--- config.mk ---
export PLATFORM = sky130hd
export DESIGN_NAME = scurve_test_top
export DESIGN_NICKNAME = d
export VERILOG_FILES = /design/src/rtl/microroc_sc_pkg.sv /design/src/rtl/scurve_test_pkg.sv /design/src/rtl/scurve_data_fifo.sv /design/src/rtl/scurve_single_test.sv /design/src/rtl/scurve_test_control.sv /design/src/rtl/scurve_test_top.sv
export VERILOG_INCLUDE_DIRS = /design/src /design/src/rtl
export SDC_FILE = /design/constraint.sdc
export NUM_CORES = 1
export LEC_CHECK = 0
export BUFFER_PORTS_ARGS = -buffer_cell sky130_fd_sc_hd__buf_2
export CELL_PAD_IN_SITES_DETAIL_PLACEMENT = 2
export CELL_PAD_IN_SITES_GLOBAL_PLACEMENT = 2
export CORE_ASPECT_RATIO = 1.4
export CORE_UTILIZATION = 43
export DETAILED_ROUTE_END_ITERATION = 6
export PLACE_DENSITY = 0.82
export SYNTH_ARGS = -nofsm -noshare
export SYNTH_HDL_FRONTEND = slang
export SYNTH_SLANG_ARGS = --single-unit
--- constraint.sdc ---
create_clock -name Clk -period 5.5 [get_ports Clk]
set_input_delay 0.55 -clock Clk [delete_from_list [all_inputs] [get_ports Clk]]
set_output_delay 0.55 -clock Clk [all_outputs]
set_load 0.005 [all_outputs]
--- src/rtl/scurve_settings.svh ---
`ifndef SCURVE_SETTINGS_SVH
`define SCURVE_SETTINGS_SVH

////////////////////
// DAC sweep
////////////////////

// First and last threshold code, both inclusive
`define SCURVE_DAC_FIRST 10'd100
`define SCURVE_DAC_LAST 10'd130
// Code increment between two points
`define SCURVE_DAC_STEP 10'd10

////////////////////
// Stream markers
////////////////////

// Channel number goes into the low byte
`define SCURVE_CHN_HEADER 16'hFF00
// Closes the stream of one test
`define SCURVE_TAIL_WORD 16'hFF45

// Count FIFO entries
`define SCURVE_FIFO_DEPTH 16

`endif

--- src/rtl/microroc_sc_pkg.sv ---
package microroc_sc_pkg;

    ////////////////////
    // Charge injection
    ////////////////////

    // Test capacitor or the preamp input pin
    typedef enum logic {
        inject_ctest,
        inject_input
    } inject_mode_e;

    ////////////////////
    // Slow-control word
    ////////////////////

    // Part of the chip config that the S-curve engine owns
    // 266 bits, upper field first
    typedef struct packed {
        // Test-capacitor switch, one bit per channel
        logic [63:0]  ctest_chn;
        // Threshold DAC
        logic [9:0]   dac_code;
        // Three discriminator enables per channel
        // Channel n at bits 3n+2 down to 3n
        logic [191:0] discri_mask;
    } sc_config_t;

endpackage

--- src/rtl/scurve_test_pkg.sv ---
package scurve_test_pkg;

    ////////////////////
    // Test parameters
    ////////////////////

    // Captured once, at the start edge
    typedef struct packed {
        // Channel under test in single mode
        logic [5:0]                  single_chn;
        // Walk channels 0 to 63 when set
        logic                        all_channels;
        // Injection path
        microroc_sc_pkg::inject_mode_e inject;
        // Window length in clk_ext periods
        logic [15:0]                 cpt_max;
    } test_param_t;

    ////////////////////
    // State machines
    ////////////////////

    // Sequencer over channels and DAC points
    typedef enum logic [3:0] {
        ctrl_idle,
        ctrl_clear,
        ctrl_load,
        ctrl_wait_config,
        ctrl_measure,
        ctrl_forward,
        ctrl_tail,
        ctrl_wait_transmit,
        ctrl_done
    } ctrl_state_e;

    // One counting window
    typedef enum logic [1:0] {
        meas_idle,
        meas_arm,
        meas_count
    } meas_state_e;

endpackage

--- src/rtl/scurve_data_fifo.sv ---
`timescale 1ns/1ps
`include "scurve_settings.svh"

module scurve_data_fifo (
    input  logic        Clk,
    input  logic        reset_n,
    input  logic        clear,
    input  logic        wr_en,
    input  logic [15:0] din,
    input  logic        rd_en,
    output logic [15:0] dout,
    output logic        empty,
    output logic        full
);
    localparam int DEPTH = `SCURVE_FIFO_DEPTH;
    localparam int AW = $clog2(DEPTH);
    localparam int CW = $clog2(DEPTH + 1);

    logic [15:0]   mem [DEPTH];
    logic [AW-1:0] wr_ptr;
    logic [AW-1:0] rd_ptr;
    logic [CW-1:0] count;
    logic          do_write;
    logic          do_read;

    // Overflow writes and underflow reads are dropped
    assign do_write = wr_en & ~full;
    assign do_read  = rd_en & ~empty;

    assign empty = (count == '0);
    assign full  = (count == CW'(DEPTH));
    // Fall-through head word
    assign dout  = mem[rd_ptr];

    // Storage
    always_ff @(posedge Clk) begin
        if (do_write) begin
            mem[wr_ptr] <= din;
        end
    end

    // Pointers and occupancy
    always_ff @(posedge Clk or negedge reset_n) begin
        if (!reset_n) begin
            wr_ptr <= '0;
            rd_ptr <= '0;
            count  <= '0;
        end else if (clear) begin
            wr_ptr <= '0;
            rd_ptr <= '0;
            count  <= '0;
        end else begin
            if (do_write) begin
                wr_ptr <= (wr_ptr == AW'(DEPTH - 1)) ? '0 : wr_ptr + 1'b1;
            end
            if (do_read) begin
                rd_ptr <= (rd_ptr == AW'(DEPTH - 1)) ? '0 : rd_ptr + 1'b1;
            end
            // Simultaneous push and pop keep the count
            case ({do_write, do_read})
                2'b10:   count <= count + 1'b1;
                2'b01:   count <= count - 1'b1;
                default: count <= count;
            endcase
        end
    end

endmodule

--- src/rtl/scurve_single_test.sv ---
`timescale 1ns/1ps

module scurve_single_test import scurve_test_pkg::*; (
    input  logic        Clk,
    input  logic        reset_n,
    input  logic        clk_ext,
    input  logic [2:0]  trigger_n,
    input  logic        single_test_start,
    input  logic [15:0] cpt_max,
    output logic [15:0] count_data,
    output logic        count_wr_en,
    output logic        single_test_done
);
    meas_state_e state;

    logic [2:0]  clk_ext_sync;
    logic [2:0]  trig_meta;
    logic [2:0]  trig_sync;
    logic        trig_all_d;
    logic        ext_rise;
    logic        trig_fall;
    logic [15:0] cpt_limit;
    logic [15:0] period_cnt;
    logic [15:0] period_next;
    logic [15:0] event_cnt;
    logic [15:0] event_next;

    ////////////////////
    // Synchronizers
    ////////////////////

    // Two flops into Clk, third one for edge detect
    always_ff @(posedge Clk or negedge reset_n) begin
        if (!reset_n) begin
            clk_ext_sync <= '0;
            // Trigger lines idle high
            trig_meta    <= '1;
            trig_sync    <= '1;
            trig_all_d   <= 1'b1;
        end else begin
            clk_ext_sync <= {clk_ext_sync[1:0], clk_ext};
            trig_meta    <= trigger_n;
            trig_sync    <= trig_meta;
            trig_all_d   <= &trig_sync;
        end
    end

    assign ext_rise  = clk_ext_sync[1] & ~clk_ext_sync[2];
    // Any line going low pulls the AND down
    assign trig_fall = trig_all_d & ~(&trig_sync);

    // Saturating event count
    assign event_next  = (trig_fall && event_cnt != 16'hFFFF) ? event_cnt + 1'b1 : event_cnt;
    assign period_next = period_cnt + 1'b1;

    ////////////////////
    // Window FSM
    ////////////////////

    always_ff @(posedge Clk or negedge reset_n) begin
        if (!reset_n) begin
            state            <= meas_idle;
            cpt_limit        <= '0;
            period_cnt       <= '0;
            event_cnt        <= '0;
            count_data       <= '0;
            count_wr_en      <= 1'b0;
            single_test_done <= 1'b0;
        end else begin
            count_wr_en      <= 1'b0;
            single_test_done <= 1'b0;
            case (state)
                meas_idle: begin
                    if (single_test_start) begin
                        cpt_limit  <= cpt_max;
                        period_cnt <= '0;
                        event_cnt  <= '0;
                        state      <= meas_arm;
                    end
                end
                // Wait for first clk_ext rise to open the window
                meas_arm: begin
                    if (ext_rise) begin
                        if (cpt_limit == '0) begin
                            // Zero-length window
                            count_data       <= event_cnt;
                            count_wr_en      <= 1'b1;
                            single_test_done <= 1'b1;
                            state            <= meas_idle;
                        end else begin
                            state <= meas_count;
                        end
                    end
                end
                meas_count: begin
                    event_cnt <= event_next;
                    if (ext_rise) begin
                        period_cnt <= period_next;
                        // Close after cpt_max further rises
                        if (period_next == cpt_limit) begin
                            count_data       <= event_next;
                            count_wr_en      <= 1'b1;
                            single_test_done <= 1'b1;
                            state            <= meas_idle;
                        end
                    end
                end
                default: state <= meas_idle;
            endcase
        end
    end

endmodule

--- src/rtl/scurve_test_control.sv ---
`timescale 1ns/1ps
`include "scurve_settings.svh"

module scurve_test_control import microroc_sc_pkg::*, scurve_test_pkg::*; (
    input  logic        Clk,
    input  logic        reset_n,
    input  logic        test_start,
    input  test_param_t test_param,
    input  logic        microroc_config_done,
    input  logic        data_transmit_done,
    input  logic        single_test_done,
    input  logic        fifo_empty,
    input  logic [15:0] fifo_dout,
    output logic        single_test_start,
    output logic [15:0] cpt_max,
    output logic        fifo_clear,
    output logic        fifo_rd_en,
    output logic        sc_param_load,
    output sc_config_t  sc_config,
    output logic        usb_wr_en,
    output logic [15:0] usb_wr_data,
    output logic        scurve_test_done
);
    ctrl_state_e state;
    test_param_t param_q;

    logic        start_d1;
    logic        start_d2;
    logic        start_pulse;
    logic [5:0]  chn;
    logic [9:0]  dac_code;
    logic [10:0] dac_next;
    logic        last_point;
    logic        last_chn;
    logic        point_done;

    // Config word for one channel and one DAC point
    function automatic sc_config_t build_config(input logic [5:0] ch,
                                                input logic [9:0] dac,
                                                input test_param_t p);
        sc_config_t cfg;
        cfg.dac_code = dac;
        // Test capacitor on in ctest mode and in the 64-channel sweep
        if (p.inject == inject_ctest || p.all_channels) begin
            cfg.ctest_chn = 64'd1 << ch;
        end else begin
            cfg.ctest_chn = '0;
        end
        // Three discriminators of the channel under test
        cfg.discri_mask = 192'd7 << (3 * ch);
        return cfg;
    endfunction

    ////////////////////
    // Start edge
    ////////////////////

    always_ff @(posedge Clk or negedge reset_n) begin
        if (!reset_n) begin
            start_d1 <= 1'b0;
            start_d2 <= 1'b0;
        end else begin
            start_d1 <= test_start;
            start_d2 <= start_d1;
        end
    end

    assign start_pulse = start_d1 & ~start_d2;

    // Loop bounds
    assign dac_next   = {1'b0, dac_code} + {1'b0, `SCURVE_DAC_STEP};
    assign last_point = (dac_next > {1'b0, `SCURVE_DAC_LAST});
    assign last_chn   = !param_q.all_channels || (chn == 6'd63);
    // Count word is in the FIFO once it is non-empty
    assign point_done = !fifo_empty;

    assign cpt_max = param_q.cpt_max;

    ////////////////////
    // Sequencer
    ////////////////////

    always_ff @(posedge Clk or negedge reset_n) begin
        if (!reset_n) begin
            state             <= ctrl_idle;
            param_q           <= '0;
            chn               <= '0;
            dac_code          <= '0;
            sc_config         <= '0;
            usb_wr_data       <= '0;
            single_test_start <= 1'b0;
            fifo_clear        <= 1'b0;
            fifo_rd_en        <= 1'b0;
            sc_param_load     <= 1'b0;
            usb_wr_en         <= 1'b0;
            scurve_test_done  <= 1'b0;
        end else begin
            // Strobes default low
            single_test_start <= 1'b0;
            fifo_clear        <= 1'b0;
            fifo_rd_en        <= 1'b0;
            sc_param_load     <= 1'b0;
            usb_wr_en         <= 1'b0;
            scurve_test_done  <= 1'b0;
            case (state)
                // Starts while busy are ignored
                ctrl_idle: begin
                    if (start_pulse) begin
                        param_q    <= test_param;
                        chn        <= test_param.all_channels ? 6'd0 : test_param.single_chn;
                        fifo_clear <= 1'b1;
                        state      <= ctrl_clear;
                    end
                end
                // Channel header, first DAC point
                ctrl_clear: begin
                    usb_wr_en   <= 1'b1;
                    usb_wr_data <= `SCURVE_CHN_HEADER | {10'd0, chn};
                    dac_code    <= `SCURVE_DAC_FIRST;
                    state       <= ctrl_load;
                end
                ctrl_load: begin
                    sc_param_load <= 1'b1;
                    sc_config     <= build_config(chn, dac_code, param_q);
                    state         <= ctrl_wait_config;
                end
                ctrl_wait_config: begin
                    if (microroc_config_done) begin
                        single_test_start <= 1'b1;
                        state             <= ctrl_measure;
                    end
                end
                // Pop and DAC word in one cycle
                ctrl_measure: begin
                    if (point_done) begin
                        fifo_rd_en  <= 1'b1;
                        usb_wr_en   <= 1'b1;
                        usb_wr_data <= {6'd0, dac_code};
                        state       <= ctrl_forward;
                    end
                end
                // Head word still valid, pop lands on this edge
                ctrl_forward: begin
                    usb_wr_en   <= 1'b1;
                    usb_wr_data <= fifo_dout;
                    if (!last_point) begin
                        dac_code <= dac_next[9:0];
                        state    <= ctrl_load;
                    end else if (!last_chn) begin
                        chn   <= chn + 1'b1;
                        state <= ctrl_clear;
                    end else begin
                        state <= ctrl_tail;
                    end
                end
                ctrl_tail: begin
                    usb_wr_en   <= 1'b1;
                    usb_wr_data <= `SCURVE_TAIL_WORD;
                    state       <= ctrl_wait_transmit;
                end
                ctrl_wait_transmit: begin
                    if (data_transmit_done) begin
                        scurve_test_done <= 1'b1;
                        state            <= ctrl_done;
                    end
                end
                // Done strobe is high here
                ctrl_done: state <= ctrl_idle;
                default:   state <= ctrl_idle;
            endcase
        end
    end

endmodule

--- src/rtl/scurve_test_top.sv ---
`timescale 1ns/1ps

module scurve_test_top import microroc_sc_pkg::*, scurve_test_pkg::*; (
    input  logic        Clk,
    input  logic        reset_n,
    // Test control
    input  logic        test_start,
    input  test_param_t test_param,
    // Chip pins
    input  logic        clk_ext,
    input  logic [2:0]  trigger_n,
    // Slow-control loader
    input  logic        microroc_config_done,
    output logic        sc_param_load,
    output sc_config_t  sc_config,
    // USB stream
    output logic        usb_wr_en,
    output logic [15:0] usb_wr_data,
    input  logic        data_transmit_done,
    output logic        scurve_test_done
);
    ////////////////////
    // Internal links
    ////////////////////

    // Control to measurement
    logic        single_test_start;
    logic [15:0] cpt_max;
    // Measurement to FIFO and control
    logic [15:0] count_data;
    logic        count_wr_en;
    logic        single_test_done;
    // FIFO and control
    logic        fifo_empty;
    logic [15:0] fifo_dout;
    logic        fifo_rd_en;
    logic        fifo_clear;

    // Sequencer and USB word builder
    scurve_test_control scurve_test_control_inst (
        .Clk                  (Clk),
        .reset_n              (reset_n),
        .test_start           (test_start),
        .test_param           (test_param),
        .microroc_config_done (microroc_config_done),
        .data_transmit_done   (data_transmit_done),
        .single_test_done     (single_test_done),
        .fifo_empty           (fifo_empty),
        .fifo_dout            (fifo_dout),
        .single_test_start    (single_test_start),
        .cpt_max              (cpt_max),
        .fifo_clear           (fifo_clear),
        .fifo_rd_en           (fifo_rd_en),
        .sc_param_load        (sc_param_load),
        .sc_config            (sc_config),
        .usb_wr_en            (usb_wr_en),
        .usb_wr_data          (usb_wr_data),
        .scurve_test_done     (scurve_test_done)
    );

    // Trigger counter for one DAC point
    scurve_single_test scurve_single_test_inst (
        .Clk               (Clk),
        .reset_n           (reset_n),
        .clk_ext           (clk_ext),
        .trigger_n         (trigger_n),
        .single_test_start (single_test_start),
        .cpt_max           (cpt_max),
        .count_data        (count_data),
        .count_wr_en       (count_wr_en),
        .single_test_done  (single_test_done)
    );

    // Count buffer, one word per point, full never reached
    scurve_data_fifo scurve_data_fifo_inst (
        .Clk     (Clk),
        .reset_n (reset_n),
        .clear   (fifo_clear),
        .wr_en   (count_wr_en),
        .din     (count_data),
        .rd_en   (fifo_rd_en),
        .dout    (fifo_dout),
        .empty   (fifo_empty),
        .full    ()
    );

endmodule

==> flow_metrics.env <==
export IMPL_clk_path_buf_depth=3
export IMPL_fin_ws_ns=1.67
export IMPL_relSlewSlack_pct=4.31
export IMPL_cp_start_kind="flop"
export IMPL_rsz0062_at_grt="false"
export IMPL_yosysWarnings=0
export IMPL_grt_max_degree=163
export IMPL_max_stage_delay_ns=1.12
export IMPL_antennaDiodeCount=0
export IMPL_area_growth_syn_to_layout_pct=12.5
export IMPL_grt_pass1_wl_microns=121000
export IMPL_pwr_share_clk_pct=31.3
export IMPL_p_leak_nw=11.2
export IMPL_cp_slowest_cell="and2_1"
export IMPL_p_int_w=0.00782
export IMPL_synthesis_nets=1952
export IMPL_die_area_sq_mm=0.0572
export IMPL_cts_buffers=52
export IMPL_holdCritPathClass="in2reg"
export IMPL_ant_nets=0
export IMPL_dieWidth_microns=202
export IMPL_dr_pass1_iters=5
export IMPL_wl_per_cell_microns=28.7
export IMPL_cts_root_buf="clkbuf_16"
export IMPL_fin_nets=2104
export IMPL_grt_antenna_before_repair=0
export IMPL_ys_seq_elements=544
export IMPL_hold_violations=0
export IMPL_cp_data_required_time_ns=5.70
export IMPL_power_frac_seq_pct=47.0
export IMPL_synth_cells=1898
export IMPL_viasPerCell=5.97
export IMPL_vdd_drop_max_v=0.000299
export IMPL_grt_usage_pct=28.2
export IMPL_async_reset_ff_share_pct=52.9
export IMPL_postCtsSetupRepairBufs=0
export IMPL_grt_overflow_total=0
export IMPL_die_h_microns=283
export IMPL_drt_initial_drc_count=1084
export IMPL_seq_area_frac_synth_pct=61.6
export IMPL_combinationalPowerShare_pct=21.7
export IMPL_syn_area_sq_mm=0.0242
export IMPL_critical_path_top_delay_family="simple AND/OR/NAND/NOR gates"
export IMPL_io_pins=318
export IMPL_p_sw_w=0.00415
export IMPL_finalSetupTns_ns=0
export IMPL_synth_ff_type="dfrtp_1"
export IMPL_cp_max_fo=18
export IMPL_crit_path_cell_trace="nor4_1 -> a21boi_1 -> nand2_1 -> nor2_1 -> and2_1"
export IMPL_cts_tree="built"
export IMPL_place_gp_congestion=0.827
export IMPL_start_util_pct=43.7
export IMPL_fin_skew_ns=0.0221
export IMPL_crit_buf_inv=0
export IMPL_max_freq_mhz=261
export IMPL_drive_gt1_share_pct=26.1
export IMPL_design_core_area_sq_mm=0.0554
export IMPL_rows=102
export IMPL_cp_end_kind="flop"
export IMPL_worstSetupPathType="reg2reg"
export IMPL_postPlaceCellArea_sq_mm=0.0255
export IMPL_regArea_sq_mm=0.0149
export IMPL_multi_input_area_sq_mm=0.00783
export IMPL_clkLatencyLatePin_ns=0.60
export IMPL_cap_violations=0
export IMPL_fin_crit_ns=3.83
export IMPL_finalSetupViolations=0
export IMPL_place_ws_ns=1.88
export IMPL_num_fill_cells=5345
export IMPL_yosys_cell_types_count=74
export IMPL_dp_hpwl_microns=53100
export IMPL_status="finished, final reports clean"
export IMPL_cts_resized=0
export IMPL_cts_sink_count=544
export IMPL_utilization_pct=49.1
export IMPL_slew_violations=0
export IMPL_post_route_drc_count=0
export IMPL_port_buffer_count=316
export IMPL_switching_share_pct=34.6
export IMPL_powerDensity_mw_per_mm2=440
export IMPL_htree_levels=2
export IMPL_holdWs_ns=0.0460
export IMPL_syn_mean_instance_area_sq_um=12.7
export IMPL_synth_edf_count=256
export IMPL_grt_pass1_vias=18300
export IMPL_crit_arrival_ns=4.03
export IMPL_worst_slew_pin_slew_ns=1.44
export IMPL_wl_microns=81000
export IMPL_vias=16800
export IMPL_finalCritPeriodShare_pct=69.7
export IMPL_final_area_sq_mm=0.0272
export IMPL_clkSlewWorstSetupHoldPaths_ns=0.07
[registers in the layout (all words and copies together) (netlist names), 5 cells and up]
signal and count:
scurve_test_control_inst.dac_code 9, scurve_test_control_inst.chn 6, scurve_single_test_inst.count_data 16, scurve_single_test_inst.event_cnt 16, scurve_single_test_inst.cpt_limit 16, scurve_data_fifo_inst.mem 256
scurve_single_test_inst.period_cnt 16, scurve_data_fifo_inst.count 5, scurve_test_control_inst.sc_config 137, scurve_test_control_inst.usb_wr_data 16, scurve_test_control_inst.cpt_max 16
[worst paths after layout]
check | from | end | slack, ns | cells after the start
min reg2reg | scurve_single_test_inst.trig_meta[2] | scurve_single_test_inst.trig_sync[2] | 0.36 | 0
max | scurve_data_fifo_inst.count[0] | scurve_data_fifo_inst.mem[4][6] | 1.67 | 5
max reg2reg | scurve_data_fifo_inst.count[0] | scurve_data_fifo_inst.mem[4][6] | 1.67 | 5
min in group asynchronous | reset_n | scurve_test_control_inst.usb_wr_data[2] | 0.56 | 2
max in group asynchronous | reset_n | scurve_data_fifo_inst.rd_ptr[1] | 3.52 | 3
min | trigger_n[0] | scurve_single_test_inst.trig_meta[0] | 0.05 | 1
[area by class of cell]
class | count | area share [%]
Tap cell | 728 | 3.35
Multi-Input combinational cell | 1095 | 28.8
Clock buffer | 66 | 5.23
Inverter | 27 | 0.372
Clock inverter | 31 | 1.15
Timing Repair Buffer | 330 | 6.34
Sequential cell | 544 | 54.8
[metal layers]
| layer | part of all wire (%) | global-route usage [%] | routed length, microns |
|---|---|---|---|
| met2 | 54 | 52.0 | 43800 |
| met5 | 0 | 0 | 0 |
| met4 | 4.2 | 11.9 | 3380 |
| met1 | 38 | 33.1 | 30400 |
| met3 | 4.2 | 3.38 | 3410 |
[Yosys cell counts, types with 32 or more instances]
cell	number	area, sq um
dfrtp_1	281	7030
nand2_1	268	1010
edfxtp_1	256	7690
o21ai_0	140	701
buf_4	133	998
nor2_1	85	319
mux4_2	80	1800
clkbuf_1	70	263
a22o_1	52	455
nand3_1	49	245
a21oi_1	41	205
o31ai_1	32	240
[power by group through the flow]
stage	clock, W	sequential [W]	combinational [W]
2_1_floorplan	0	0.00529	0.00174
3_3_place_gp	0	0.00560	0.00235
3_5_place_dp	0	0.00567	0.00253
4_1_cts	0.00380	0.00562	0.00261
5_1_grt	0.00392	0.00568	0.00282
6_report	0.00375	0.00562	0.00260
[cell families (layout without fill, tap and decap cells)]
| family | Yosys count | count (layout) | synth area share [%] |
|---|---|---|---|
| xor gates and xnor gates | 37 | 37 | 1.34 |
| AOI/OAI and AO/OA | 357 | 357 | 9.74 |
| and+or+nand+nor | 566 | 566 | 11.0 |
| adders and majority gates | 21 | 21 | 1.12 |
| DFF | 544 | 544 | 61.6 |
| other | 1 | 1 | 0.0155 |
| muxes | 113 | 113 | 8.94 |
| buffers and inverters | 259 | 454 | 6.22 |
[through the flow]
step,cells,power (W)
2_1_floorplan,1898,0.00704
3_3_place_gp,2723,0.00795
3_5_place_dp,2723,0.00821
4_1_cts,2821,0.0120
5_1_grt,2821,0.0124
6_report,2821,0.0120
[repair_timing]
| action | 4_1_cts | 5_1_grt |
|---|---|---|
| endpoints found under the setup margin | 0 | 0 |
| hold endpoints to repair | 15 | 0 |
| hold buffers | 1 | 0 |
[cells in the final DEF, fill, tap and decap left out, types with 9 or more instances in the layout]
master,n
o21ai_0,140
buf_4,11
a22o_1,52
nand4_1,14
inv_1,25
nor2b_1,12
nor3_1,28
dfrtp_1,279
xnor2_1,23
nand3_1,48
xor2_1,14
clkinv_1,10
and3_1,18
mux4_2,80
nand2b_1,19
or3_1,9
clkinv_2,10
nor4_1,14
ha_1,19
a21oi_1,41
nand2_1,268
a211oi_1,14
buf_2,315
a21o_1,9
mux2i_1,9
edfxtp_1,256
nor2_1,84
mux2_2,24
clkbuf_16,52
a31oi_1,11
and2_1,14
o31ai_1,32
(Power assumes the default switching activity.)
